===== src/source/backend_config.svh =====
`ifndef BACKEND_CONFIG_SVH
`define BACKEND_CONFIG_SVH

// datapath width for the rv32i back end
`define BACKEND_XLEN 32

// addi x0, x0, 0
`define BACKEND_NOP 32'h0000_0013

// data memory depth in 32-bit words
`define BACKEND_DMEM_WORDS 256

`endif


===== src/source/backend_pkg.sv =====
`include "backend_config.svh"

package backend_pkg;

    // register file write data source
    typedef enum logic [2:0] {
        wb_alu       = 3'd0,
        wb_load      = 3'd1,
        wb_pc_plus_4 = 3'd2,
        wb_imm       = 3'd3,
        wb_csr       = 3'd4
    } wb_select_e;

    // bundle held in the ex/mem register
    typedef struct packed {
        logic [`BACKEND_XLEN-1:0] pc;
        logic [`BACKEND_XLEN-1:0] pc_plus_4;
        logic [31:0]              instruction;
        wb_select_e               wb_select;
        logic [`BACKEND_XLEN-1:0] imm;
        logic [`BACKEND_XLEN-1:0] alu_result;
        logic [`BACKEND_XLEN-1:0] store_data;
        logic [`BACKEND_XLEN-1:0] csr_read_data;
        logic                     reg_write;
        logic                     csr_write;
        logic                     mem_read;
        logic                     mem_write;
        logic [2:0]               funct3;
        logic [4:0]               rs1;
        logic [4:0]               rd;
        logic [6:0]               opcode;
    } ex_mem_t;

    // bundle held in the mem/wb register
    typedef struct packed {
        logic [`BACKEND_XLEN-1:0] pc;
        logic [`BACKEND_XLEN-1:0] pc_plus_4;
        logic [31:0]              instruction;
        wb_select_e               wb_select;
        logic [`BACKEND_XLEN-1:0] imm;
        logic [`BACKEND_XLEN-1:0] csr_read_data;
        logic [`BACKEND_XLEN-1:0] alu_result;
        logic                     reg_write;
        logic                     csr_write;
        logic [4:0]               rs1;
        logic [4:0]               rd;
        logic [6:0]               opcode;
        // extracted and extended load value
        logic [`BACKEND_XLEN-1:0] load_data;
    } mem_wb_t;

    typedef struct packed {
        logic                     enable;
        logic [4:0]               rd;
        logic [`BACKEND_XLEN-1:0] data;
    } rf_write_t;

    typedef struct packed {
        logic                     enable;
        logic [11:0]              addr;
        logic [`BACKEND_XLEN-1:0] data;
    } csr_write_t;

    // bubbles carry a nop and no write enables
    localparam ex_mem_t ex_mem_bubble = '{
        instruction: `BACKEND_NOP,
        wb_select:   wb_alu,
        default:     '0
    };

    localparam mem_wb_t mem_wb_bubble = '{
        instruction: `BACKEND_NOP,
        wb_select:   wb_alu,
        default:     '0
    };

endpackage


===== src/source/load_store_align.sv =====
`include "backend_config.svh"

module load_store_align (
    input  backend_pkg::ex_mem_t     ex,
    input  logic [`BACKEND_XLEN-1:0] read_word,
    output logic [7:0]               word_addr,
    output logic [3:0]               byte_enable,
    output logic [`BACKEND_XLEN-1:0] write_word,
    output backend_pkg::mem_wb_t     mem_wb
);

    logic [1:0]               offset;
    logic [`BACKEND_XLEN-1:0] shifted;
    logic [7:0]               byte_sel;
    logic [15:0]              half_sel;
    logic                     is_unsigned;
    logic [`BACKEND_XLEN-1:0] load_data;

    assign offset    = ex.alu_result[1:0];
    assign word_addr = ex.alu_result[9:2];

    // funct3[1:0] gives the access size, funct3[2] marks lbu/lhu
    assign is_unsigned = ex.funct3[2];

    // store lanes
    always_comb begin
        byte_enable = 4'b0000;
        write_word  = ex.store_data;
        if (ex.mem_write) begin
            case (ex.funct3[1:0])
                2'b00: begin
                    byte_enable = 4'b0001 << offset;
                    write_word  = {4{ex.store_data[7:0]}};
                end
                2'b01: begin
                    byte_enable = offset[1] ? 4'b1100 : 4'b0011;
                    write_word  = {2{ex.store_data[15:0]}};
                end
                default: begin
                    byte_enable = 4'b1111;
                    write_word  = ex.store_data;
                end
            endcase
        end
    end

    // load extraction
    assign shifted  = read_word >> {offset, 3'b000};
    assign byte_sel = shifted[7:0];
    assign half_sel = offset[1] ? read_word[31:16] : read_word[15:0];

    always_comb begin
        load_data = '0;
        if (ex.mem_read) begin
            case (ex.funct3[1:0])
                2'b00: begin
                    load_data = {{(`BACKEND_XLEN-8){byte_sel[7] & ~is_unsigned}}, byte_sel};
                end
                2'b01: begin
                    load_data = {{(`BACKEND_XLEN-16){half_sel[15] & ~is_unsigned}}, half_sel};
                end
                default: begin
                    load_data = read_word;
                end
            endcase
        end
    end

    always_comb begin
        mem_wb               = '0;
        mem_wb.pc            = ex.pc;
        mem_wb.pc_plus_4     = ex.pc_plus_4;
        mem_wb.instruction   = ex.instruction;
        mem_wb.wb_select     = ex.wb_select;
        mem_wb.imm           = ex.imm;
        mem_wb.csr_read_data = ex.csr_read_data;
        mem_wb.alu_result    = ex.alu_result;
        mem_wb.reg_write     = ex.reg_write;
        mem_wb.csr_write     = ex.csr_write;
        mem_wb.rs1           = ex.rs1;
        mem_wb.rd            = ex.rd;
        mem_wb.opcode        = ex.opcode;
        mem_wb.load_data     = load_data;
    end

    // no misaligned trap exists, so the execute stage must never send one
    always_comb begin
        if (ex.mem_read || ex.mem_write) begin
            assert (!(ex.mem_read && ex.mem_write))
                else $error("load_store_align: load and store in one bundle");
            assert (ex.funct3[1:0] != 2'b01 || !offset[0])
                else $error("load_store_align: halfword access not aligned");
            assert (ex.funct3[1:0] != 2'b10 || offset == 2'b00)
                else $error("load_store_align: word access not aligned");
        end
    end

endmodule


===== config.mk =====
export PLATFORM = sky130hd
export DESIGN_NAME = load_store_align
export DESIGN_NICKNAME = d
export VERILOG_FILES = /design/src/source/backend_pkg.sv /design/src/source/load_store_align.sv
export VERILOG_INCLUDE_DIRS = /design/src /design/src/source
export SDC_FILE = /design/constraint.sdc
export NUM_CORES = 1
export LEC_CHECK = 0
export BUFFER_PORTS_ARGS = -buffer_cell sky130_fd_sc_hd__buf_4
export CAP_MARGIN = 30
export CORE_AREA = 2 2 225 227
export DETAILED_ROUTE_END_ITERATION = 16
export DIE_AREA = 0 0 227 229
export GPL_TIMING_DRIVEN = 0
export SKIP_LAST_GASP = 1
export SLEW_MARGIN = 20
export SYNTH_ARGS = -nofsm -noshare
export SYNTH_HDL_FRONTEND = slang
export SYNTH_SLANG_ARGS = --single-unit

===== constraint.sdc =====
create_clock -name vclk -period 3
set_input_delay 0.9 -clock vclk [all_inputs]
set_output_delay 0.9 -clock vclk [all_outputs]
set_load 0.01 [all_outputs]

* Yosys cells after proc, flatten, opt, wreduce, memory -nomap -nowiden
Cells that the tools add are included.
** Operators by class
- Eq/ne operators :: 1
- Shift-type cells :: 2
- Multiplexer cells :: 8
- Bitwise operators :: 3
- Reductions and logical operators :: 1
** Operators by type and width (number)
- 32-bit one-hot mux with 2 select lines :: 2
- 32-bit 2-to-1 mux :: 2
- 32-bit by 5-bit >> shifter with 8-bit output :: 1
- 16-bit 2-to-1 mux :: 1
- 4-bit 2-to-1 mux :: 2
- 4-bit one-hot mux with 2 select lines :: 1
- 1-bit by 2-bit << shifter with 4-bit output, first input constant :: 1
- 1-bit bitwise AND :: 2
- 2-bit by 1-bit == test with 1-bit output, second input constant :: 1
- 2-bit zero test :: 1
- 1-bit NOT :: 1
** Word-level totals
- Register bits :: 0
- Output and inout bits :: 290
- Logic and storage cells :: 15

* Logic depth before layout (Yosys ltp)
- Word-level depth :: 4
- Gate-level depth with buffers :: 6
- Mapped depth without buffers :: 4

* Worst setup path after synthesis
OpenSTA, ideal clock, no wires.
- Path type :: input -> output
- Start point :: input ex[89] in the netlist's numbering
- End point :: output mem_wb[20] in the netlist's numbering
- Arrival :: 2.189 ns
- Data required time :: 2.100 ns
- Setup slack :: -0.089 ns
- Cell stages on the path :: 6
- Cell sequence :: buf_2 mux2_2 and3_1 o311ai_4 buf_4 nand2_1
** RTL lines
- start: declaration :: RTL line load_store_align.sv:4 : input backend_pkg::ex_mem_t ex,
- end: declaration :: RTL line load_store_align.sv:9 : output backend_pkg::mem_wb_t mem_wb

==> impl_results.md <==
* Critical path capture point type: output pin
* Synth cell types at 29
* Largest net degree at the start of global routing at 11
* Setup violators final at 30
* Worst setup margin at -0.2387 ns
* Antenna violations before repair at 5
* Dominant cells by area after synthesis: buf_4 61%, mux2_2 9.9%, nand2_1 5.4%, mux2i_1 3.5%, a222oi_1 2.5%
* Io pins at 573
* Net Sw Frac at 0.4028
* Seq cells at 0
* Type of the worst setup path: in -> out
* I/O Buffers at 360
* Area Growth Syn to Fin at 147.1%
* Min Hold Slack at 1.976 ns
* Clock Power Share at 0
* CP startpoint kind: input pin
* Final Max Tran Viols at 0
* Period minus WS final at 3.239 ns
* Global-route wire length before repair at 24,830 um
* Initial drt markers at 98
* Synth top cells by count: 231 x buf_4, 41 x nand2_1, 25 x mux2_2
* Leak at 3.602 nW
* Hold path cells at 2
* Filler cell count in the final layout at 5,748
* Hold Path Class: in -> out
* Synth Area per Inst at 7.206 um^2
* Chip Width at 227 um
* Period utilization at 1.080
* # rows at 82
* All-Layer GR Usage at 0.06816
* Rel. slew slack at 0.7439
* Die area at 51,980 um^2
* Post-synth top area share at 0.6092
* Routed len/inst at 14.59 um
* Total routed wirelength at 21,090 um
* Sequential Power Share at 0
* Max_cap viols at 0
* GP Congestion at 0.7761
* Endpoints failing hold at 0
* FF/Latch Area at 0 um^2
* Number of global-route vias before repair at 3,753
* Vias/cell at 2.720
* Fmax achieved at 308.8 MHz
* Seq/Total Area, Yosys at 0
* Worst Tran Pin Value at 0.3735 ns
* RSZ-0062 raised after global routing: yes
* DP HPWL at 18,800 um
* Combinational power share at 1.000
* Status: finished, violations left
* Yosys Warn Count at 0
* Drt first pass iters at 4
* CP required at 2.10 ns
* Starting Density at 0.05732
* Worst VDD drop at 75.39 uV
* Pwr/cell area at 152.0 nW/um^2
* Global route overflow at 0
* Cell-internal power at 0.6384 mW
* Chip height at 229 um
* # DRC at 0
* Vias post-DR at 3,933
* Final ANT Viol Nets at 0
* WP data arrival at 2.34 ns
* CTS Hold Bufs at 0
* Worst Path Max Fanout at 8
* Total power at 1.069 mW
* Syn Nets at 678
* Clkbuf count at 0
* Sw Pwr at 0.4306 mW
* Synth area leader: buf_4
* Layout net count at 1,052
* Top-count cell post-synth: buf_4
* Placed Cells at 1,429
* Core area at 49,660 um^2
* Syn Inst Count at 395
* Setup WS pre-CTS at -0.7803 ns
* Violated checks: setup timing
* Mapped cell area at 2846 um^2
* Layout cell share with drive strength beyond 1 at 0.8866
* Post-Layout Cell Count at 1,446
[per-layer routing]
| metal | share of wire | up-vias | GRT usage |
|---|---|---|---|
| met4 | 0.017 | 0 | 0.01328 |
| met3 | 0.090 | 10 | 0.005901 |
| met2 | 0.56 | 333 | 0.1476 |
| met5 | 0 | - | 0 |
| li1 | - | 1827 | - |
| met1 | 0.33 | 1763 | 0.06770 |
[area by class of cell]
| cell class | count | area [um^2] | share of cell area |
|---|---|---|---|
| buffer | 241 | 1883 | 0.2677 |
| inverter | 2 | 12.51 | 0.001779 |
| timing repair buffer | 376 | 2993 | 0.4255 |
| antenna | 7 | 17.52 | 0.002490 |
| tap | 672 | 840.8 | 0.1195 |
| multi-input combinational | 148 | 1287 | 0.1830 |
[placed cells by master (no fill, tap or decap), drive strengths merged]
cell type,n
a221oi,1
and3,1
nor2,6
nand2,41
a21oi,1
a222oi,7
o22ai,1
diode,7
a22o,7
clkbuf,8
clkinvlp,1
nor3,2
and2,5
nor2b,9
o21ai,13
o21a,1
a22oi,7
mux2i,10
mux2,25
clkinv,1
o311ai,1
nand2b,1
or4,1
a21boi,8
buf,609
[through the flow]
step,TNS (ns),area [um^2],utilization
after global placement,-31.81,6491,0.1307
after floorplan,-0.1605,2948,-
after CTS,-5.226,6894,0.1388
after global routing,-6.385,7029,0.1416
after detailed placement,-28.83,6521,0.1313
final,-4.340,7034,0.1417
[kinds of logic (layout without fill, tap and decap cells)]
| group | after synthesis | count (layout) | share of synthesized area |
|---|---|---|---|
| and+or+nand+nor | 66 | 66 | 0.1046 |
| buffers and inverters | 247 | 619 | 0.6338 |
| muxes | 35 | 35 | 0.1341 |
| AOI/OAI and AO/OA | 47 | 47 | 0.1275 |
| other | 0 | 7 | 0 |
[path summary, 6_finish.rpt]
check / from / to
worst max-delay path: ex[88] / mem_wb[15]
worst min-delay path: ex[124] / mem_wb[119]
[critical path, cell delays in order]
cell     delay, ns
buf_12        0.10
mux2i_2       0.15
mux2_4        0.28
or4_4         0.43
buf_12        0.17
a21oi_1       0.16
buf_4         0.15
[timing repair]
| action | in CTS | in global routing |
|---|---|---|
| setup endpoints to repair | 56 | 38 |
| pin swaps | 3 | 10 |
| resized for setup | 83 | 21 |
| buffers inserted | 8 | 6 |
| gates cloned | 1 | 1 |
[power by group through the flow]
stage	Combinational (mW)	Clock (mW)	Sequential, mW
2_1_floorplan	0.483	0	0
3_3_place_gp	1.01	0	0
3_5_place_dp	1.01	0	0
4_1_cts	1.07	0	0
5_1_grt	1.14	0.000000208	0
6_report	1.07	0.000000214	0
Power figures use the tool's default switching activity.
