File: src/source/backend_config.svh
`ifndef BACKEND_CONFIG_SVH
`define BACKEND_CONFIG_SVH

// datapath width for the rv32i back end
`define BACKEND_XLEN 32

// addi x0, x0, 0
`define BACKEND_NOP 32'h0000_0013

// data memory depth in 32-bit words
`define BACKEND_DMEM_WORDS 256

`endif

File: src/source/backend_pkg.sv
`include "backend_config.svh"

package backend_pkg;

    // register file write data source
    typedef enum logic [2:0] {
        wb_alu       = 3'd0,
        wb_load      = 3'd1,
        wb_pc_plus_4 = 3'd2,
        wb_imm       = 3'd3,
        wb_csr       = 3'd4
    } wb_select_e;

    // bundle held in the ex/mem register
    typedef struct packed {
        logic [`BACKEND_XLEN-1:0] pc;
        logic [`BACKEND_XLEN-1:0] pc_plus_4;
        logic [31:0]              instruction;
        wb_select_e               wb_select;
        logic [`BACKEND_XLEN-1:0] imm;
        logic [`BACKEND_XLEN-1:0] alu_result;
        logic [`BACKEND_XLEN-1:0] store_data;
        logic [`BACKEND_XLEN-1:0] csr_read_data;
        logic                     reg_write;
        logic                     csr_write;
        logic                     mem_read;
        logic                     mem_write;
        logic [2:0]               funct3;
        logic [4:0]               rs1;
        logic [4:0]               rd;
        logic [6:0]               opcode;
    } ex_mem_t;

    // bundle held in the mem/wb register
    typedef struct packed {
        logic [`BACKEND_XLEN-1:0] pc;
        logic [`BACKEND_XLEN-1:0] pc_plus_4;
        logic [31:0]              instruction;
        wb_select_e               wb_select;
        logic [`BACKEND_XLEN-1:0] imm;
        logic [`BACKEND_XLEN-1:0] csr_read_data;
        logic [`BACKEND_XLEN-1:0] alu_result;
        logic                     reg_write;
        logic                     csr_write;
        logic [4:0]               rs1;
        logic [4:0]               rd;
        logic [6:0]               opcode;
        // extracted and extended load value
        logic [`BACKEND_XLEN-1:0] load_data;
    } mem_wb_t;

    typedef struct packed {
        logic                     enable;
        logic [4:0]               rd;
        logic [`BACKEND_XLEN-1:0] data;
    } rf_write_t;

    typedef struct packed {
        logic                     enable;
        logic [11:0]              addr;
        logic [`BACKEND_XLEN-1:0] data;
    } csr_write_t;

    // bubbles carry a nop and no write enables
    localparam ex_mem_t ex_mem_bubble = '{
        instruction: `BACKEND_NOP,
        wb_select:   wb_alu,
        default:     '0
    };

    localparam mem_wb_t mem_wb_bubble = '{
        instruction: `BACKEND_NOP,
        wb_select:   wb_alu,
        default:     '0
    };

endpackage

File: src/source/writeback_unit.sv
`include "backend_config.svh"

module writeback_unit (
    input  backend_pkg::mem_wb_t    wb,
    output backend_pkg::rf_write_t  rf_write,
    output backend_pkg::csr_write_t csr_write
);

    logic [`BACKEND_XLEN-1:0] wb_data;

    always_comb begin
        case (wb.wb_select)
            backend_pkg::wb_alu:       wb_data = wb.alu_result;
            backend_pkg::wb_load:      wb_data = wb.load_data;
            backend_pkg::wb_pc_plus_4: wb_data = wb.pc_plus_4;
            backend_pkg::wb_imm:       wb_data = wb.imm;
            backend_pkg::wb_csr:       wb_data = wb.csr_read_data;
            default:                   wb_data = wb.alu_result;
        endcase
    end

    // x0 is hardwired, writes to it are dropped here
    assign rf_write.enable = wb.reg_write && (wb.rd != 5'd0);
    assign rf_write.rd     = wb.rd;
    assign rf_write.data   = wb_data;

    // csr address sits in the i-type immediate field
    assign csr_write.enable = wb.csr_write;
    assign csr_write.addr   = wb.instruction[31:20];
    assign csr_write.data   = wb.alu_result;

endmodule

File: config.mk
export PLATFORM = sky130hd
export DESIGN_NAME = writeback_unit
export DESIGN_NICKNAME = d
export VERILOG_FILES = /design/src/source/backend_pkg.sv /design/src/source/writeback_unit.sv
export VERILOG_INCLUDE_DIRS = /design/src /design/src/source
export SDC_FILE = /design/constraint.sdc
export NUM_CORES = 1
export LEC_CHECK = 0
export ABC_CLOCK_PERIOD_IN_PS = 1900
export BUFFER_PORTS_ARGS = -buffer_cell sky130_fd_sc_hd__buf_2
export CAP_MARGIN = 15
export CORE_AREA = 10 10 118 120
export DETAILED_ROUTE_END_ITERATION = 16
export DIE_AREA = 0 0 128 130
export PLACE_DENSITY = 0.61
export SLEW_MARGIN = 30
export SYNTH_ARGS = -nofsm -noshare
export SYNTH_HDL_FRONTEND = slang
export SYNTH_SLANG_ARGS = --single-unit
File: constraint.sdc
create_clock -name vclk -period 1.9
set_input_delay 0.095 -clock vclk [all_inputs]
set_output_delay 0.095 -clock vclk [all_outputs]
set_load 0.05 [all_outputs]
After elaboration in Yosys (flattened, before gate mapping) --
Index checks and enable logic that the tools add are counted.
Word-level totals: input port bits 246, flip-flop bits (word level) 0, output and inout bits 83
Cells by class: multiplexer cells 1, equal/unequal tests 4, reductions and logical operators 2
Operators by type and width (count):
- 32-bit case mux with 4 select lines | 1
- 3-bit by 2-bit == test with 1-bit output, second input constant | 2
- 5-bit nonzero test | 1
- 3-bit by 1-bit == test with 1-bit output, second input constant | 1
- 3-bit == test, second input constant | 1
- 1-bit logical AND | 1

Longest topological paths before layout --
Gate-level depths: netlist (run 1).
depth after elaboration 2, mapped depth 5

Worst setup path before layout (run 1) --
OpenSTA, ideal clock, no wires.
kind input -> output, from in wb[148] (netlist name), to out rf_write[23] (netlist name), slack 589 ps, cell stages on the path 5, required time 1805 ps, arrival time 1216 ps, buffers on the path 2, path through buf_6 -> o21a_4 -> nor2_2 -> buf_4 -> o22a_1
RTL lines:
- start: declaration | RTL line writeback_unit.sv:4 | input backend_pkg::mem_wb_t wb,
- end: declaration | RTL line writeback_unit.sv:5 | output backend_pkg::rf_write_t rf_write,

==> metrics.md, run 1 <==
| Metric | Value |
|---|---|
| Syn_nets | 529 |
| Crit-path max cell delay | 0.38 ns |
| Crit Path Class | input port to output pin |
| Clkbuf count | 0 |
| Max_slew headroom | 69.46% |
| Startpoint types | input port |
| Outcome | completed |
| Initial core utilization | 17.81% |
| Pre-CTS setup slack | 0.2175 ns |
| Final std cells w/o fill | 599 |
| Ys Warns | 0 |
| Final Cycle Share | 88.26% |
| Largest net degree at the start of global routing | 41 |
| Pwr Density | 384.7 nW/um^2 |
| HP Class | input port to output pin |
| Register area | 0 um^2 |
| Req. time, crit path | 1.80 ns |
| Adder-Cell Fraction of Synth Area | 0% |
| Max Slew Vio Count | 0 |
| RSZ-0062 raised after global routing | no |
| Compound-Gate Fraction of Synth Area | 37.55% |
| All-layer global routing usage | 11.51% |
| Number of sequential cells | 0 |
| Grt ovf | 0 |
| WP data arrival | 1.58 ns |
| Top Family by Delay on Critical Path | buffers and inverters |
| # port buffers | 239 |
| Min Tclk post-route | 1.677 ns |
| Post-Synth XOR/XNOR Area | 0% |
| Drt pass-1 iters | 5 |
| Util after Layout | 25.47% |
| Syn avg cell area | 7.370 um^2 |
| Row count | 40 |
| Final setup viols | 0 |
| Most frequent CP cell | buf_2 |
| Syn-to-layout area delta | 43.01% |
| Synth area leader | nand3b_1 |
| Crit-path slowest cell | o21a_4 |
| Largest fanout on the critical path | 33 |
| Chip width | 128 um |
| Drt wl/cell | 18.26 um |
| Top Ports | 329 |
| VDD IR-drop max | 0.1709 mV |
| Mux contribution to synthesized area | 0% |
| Area fraction of the dominant cell type after synthesis | 23.04% |
| Fmax | 0.5963 GHz |
| Placed wire-length estimate | 9.114 mm |
| Vias in the first global route | 2924 |
| Share of cells above drive strength 1 | 56.44% |
| Worst path cell trace | buf_2 -> o21a_4 -> nor2_4 -> buf_4 -> o22a_1 -> buf_2 |
| CP Capture Type | output pin |
| Max-Cap Viols | 0 |
| Vias per cell | 4.718 |
| Nets@finish | 698 |
| Mapped cell area | 2086 um^2 |
| RePlAce Congestion | 0.7863 |
| Syn Inst Count | 283 |
| Post-CTS setup buffer count | 0 |
| Crit path buf inv count | 3 |
| First-pass GRT wire length | 15.95 mm |
| Die footprint | 16640 um^2 |
| Post-CTS Resized | 0 |
| Pleak | 1.436 nW |
| Largest family of logic cells by synthesized area | compound AO/OA/AOI/OAI gates |
| Via count | 2826 |
| Setup_tns | 0 ns |
| Detail Route Antenna Nets | 0 |
| Post-Place Cells | 597 |
| Synth area leaders | nand3b_1, buf_4, a221o_1, o22a_1, nand2b_1 |
| Yosys cell types | 17 |
| DRT iter0 DRCs | 150 |
| Worst slew pin tran | 0.4581 ns |
| Post-Synth Simple-Gate Area | 34.13% |
| Routed wire length | 10.94 mm |
| Core footprint | 11710 um^2 |
| Most common cell in the synthesized netlist | nand3b_1 |
| Initial antenna violation count | 1 |
| Seq/Total Area, Yosys | 0% |
| Setup ws final | 0.2230 ns |
| Post-route DRC | 0 |
| Final Hold Fails | 0 |
| Cts hold-fix bufs | 0 |
| WP depth | 6 |
| WHS Path Cells | 0 |
| Most frequent cells after synthesis | nand3b_1, buf_4, a21oi_1, a221o_1, o22a_1 |
| Die Ht | 130 um |
| Power Total | 1.148 mW |
==> routing by layer <==
layer | vias up | wire length, um | global-route usage (%)
met5 | - | 0 | 0
met4 | 0 | 88 | 0.9934
met3 | 8 | 1234 | 4.138
met2 | 145 | 5557 | 21.23
met1 | 1303 | 4060 | 12.82
li1 | 1370 | - | -
==> power by group <==
group	switching (mW)	internal, mW
logic	0.757	0.390
clock network	0	0.000000141
registers	0	0
==> area by class of cell <==
class | instances | area (um^2)
Antenna cell | 2 | 5.005
Fill cell | 1346 | 8728
Multi-Input combinational cell | 199 | 1508
Tap cell | 147 | 183.9
Timing Repair Buffer | 251 | 1286
==> path summary, 6_finish.rpt <==
| check | from | endpoint | slack, ns |
|---|---|---|---|
| worst max-delay path | wb[147] | rf_write[14] | 0.22 |
| worst min-delay path | wb[175] | csr_write[37] | 0.19 |
==> cell usage in the layout, fill, tap and decap left out <==
cell / Yosys / routed
and2_1: 1 / 1
nand2b_1: 30 / 30
a221o_1: 32 / 32
or2b_1: 2 / 2
nand3b_1: 64 / 64
nor3_1: 1 / 1
o21a_4: 1 / 1
nor2_4: 0 / 2
or4_1: 1 / 1
o21a_1: 1 / 1
o22a_1: 32 / 32
diode_2: 0 / 2
buf_2: 10 / 239
a21oi_1: 32 / 32
buf_4: 54 / 12
==> stage by stage <==
step                      hold slack, ns  cell area [um^2]
after detailed placement          0.1904              2978
after global routing              0.1901              2978
after global placement            0.1904              2978
after floorplan                   0.3571              2086
after CTS                         0.1904              2978
final                             0.1900              2983
==> logic make-up after synthesis <==
| group | Yosys count |
|---|---|
| simple gates | 101 |
| compound gates | 98 |
| buf+inv | 84 |
No activity file was read; power rests on OpenSTA's default activity.
==> run 2: changes to the inputs <==
Settings changed: CORE_AREA 10 10 118 120 to 2 2 127 129, DIE_AREA 0 0 128 130 to 0 0 129 131, PLACE_DENSITY 0.61 to 0.5.
==> run 2 against run 1 <==
  * Via count is 0.99% higher
  * Combinational power hardly changed
  * Non-clock buffer count is 1 lower
  * First-iteration DRC count is 31% lower
  * Wire length is 4.1% lower
  * Critical path depth is 1 lower
  * Cell count is 12% higher
  * Design area is 3.8% higher
  * Sequential share of layout area stayed put
  * Critical endpoint is now rf_write[5]
==> metrics.md, run 2 (synthesis results as in run 1) <==
| Metric | Value |
|---|---|
| Outcome | completed |
| Max_slew headroom | 32.73% |
| Met1 usage | 13.23% |
| Initial antenna violation count | 4 |
| Cts hold-fix bufs | 0 |
| Most frequent CP cell | buf_2 |
| CP Capture Type | output pin |
| All-layer global routing usage | 10.63% |
| Via count | 2854 |
| GR Util met2 | 20.29% |
| First-pass GRT wire length | 14.11 mm |
| Vias in the first global route | 2592 |
| RSZ-0062 raised after global routing | no |
| Met3 usage | 1.425% |
| Most common cell after layout, fill and taps aside | buf_2 |
| Die Ht | 131 um |
| Detail Route Antenna Nets | 0 |
| Worst path cell trace | buf_2 -> nor2_2 -> a221o_1 -> o22a_1 -> buf_2 |
| Pwr Density | 374.5 nW/um^2 |
| Drt pass-1 iters | 5 |
| Share of cells above drive strength 1 | 56.44% |
| Startpoint types | input port |
| Setup_tns | 0 ns |
| Util after Layout | 19.85% |
| Req. time, crit path | 1.80 ns |
| Post-CTS setup buffer count | 0 |
| Min Tclk post-route | 1.780 ns |
| Pleak | 1.442 nW |
| WHS Path Cells | 0 |
| Clkbuf count | 0 |
| GRT busiest layer | met2 |
| FILL cells | 1807 |
| Final Hold Fails | 0 |
| Fmax | 0.5619 GHz |
| Drt wl/cell | 15.69 um |
| Routed wire length | 10.50 mm |
| VDD IR-drop max | 0.1304 mV |
| Vias per cell | 4.266 |
| DRT iter0 DRCs | 103 |
| Chip width | 129 um |
| Placed wire-length estimate | 8.163 mm |
| Largest fanout on the critical path | 16 |
| Number of sequential cells | 0 |
| Grt ovf | 0 |
| Initial core utilization | 13.37% |
| Max Slew Vio Count | 0 |
| Critical Path Start | wb[149] |
| Crit-path max cell delay | 0.79 ns |
| Register area | 0 um^2 |
| Worst slew pin tran | 1.008 ns |
| Die footprint | 16900 um^2 |
| Final Cycle Share | 93.67% |
| Most frequent cells in the layout | buf_2, nand3b_1, a21oi_1, a221o_1, o22a_1 |
| Syn-to-layout area delta | 48.41% |
| Top Ports | 329 |
| RePlAce Congestion | 0.7993 |
| Row count | 46 |
| WP data arrival | 1.68 ns |
| Nets@finish | 698 |
| Crit Path Class | input port to output pin |
| Crit-path slowest cell | nor2_2 |
| Core footprint | 15600 um^2 |
| Post-route DRC | 0 |
| Post-CTS Resized | 0 |
| Final setup viols | 0 |
| Max-Cap Viols | 0 |
| Min-delay src | wb[174] |
| # port buffers | 239 |
| Multi-input gate area | 1514 um^2 |
| Largest net degree at the start of global routing | 42 |
| HP Class | input port to output pin |
==> run 2: cell types whose count changed in the layout (fill, tap and decap cells not counted), sizes merged <==
cell   change
buf        -1
diode      +1
nor2       +1
==> run 2: critical path: cells and delay by family <==
| family | cells | cell delay [ns] |
|---|---|---|
| and+or+nand+nor | 1 | 0.79 |
| AOI/OAI and AO/OA | 2 | 0.38 |
| buffers and inverters | 2 | 0.40 |
==> run 2: layout make-up <==
class / count / share of cell area (%)
Multi-Input combinational cell: 200 / 48.91
Tap cell: 216 / 8.731
Antenna cell: 3 / 0.2425
Timing Repair Buffer: 250 / 42.12
==> run 2: path summary, 6_finish.rpt <==
check | end | slack [ns]
max | rf_write[5] | 0.12
min | csr_write[36] | 0.19
==> run 2: report_power, final <==
group	internal [mW]	switching, mW
combinational	0.397	0.762
clock	0.000000211	0
sequential	0	0
total	0.397	0.762
==> run 2: per-layer routing <==
metal	wire length (um)	vias up	share of wire, %
met5	13	-	0.12
met4	72	2	0.69
met3	690	6	6.6
met2	5221	139	50
met1	4496	1338	43
li1	-	1369	-
==> run 2: metrics by stage <==
stage	worst slack, ns	instances	hold slack [ns]	cell area (um^2)	total power [mW]
2_1_floorplan	0.5892	283	0.3571	2086	0.9252
3_3_place_gp	0.01995	665	0.1904	3082	1.164
3_5_place_dp	0.01454	665	0.1904	3082	1.166
4_1_cts	0.01571	665	0.1904	3082	1.169
5_1_grt	0.01325	667	0.1901	3090	1.237
6_report	0.1203	669	0.1900	3095	1.159
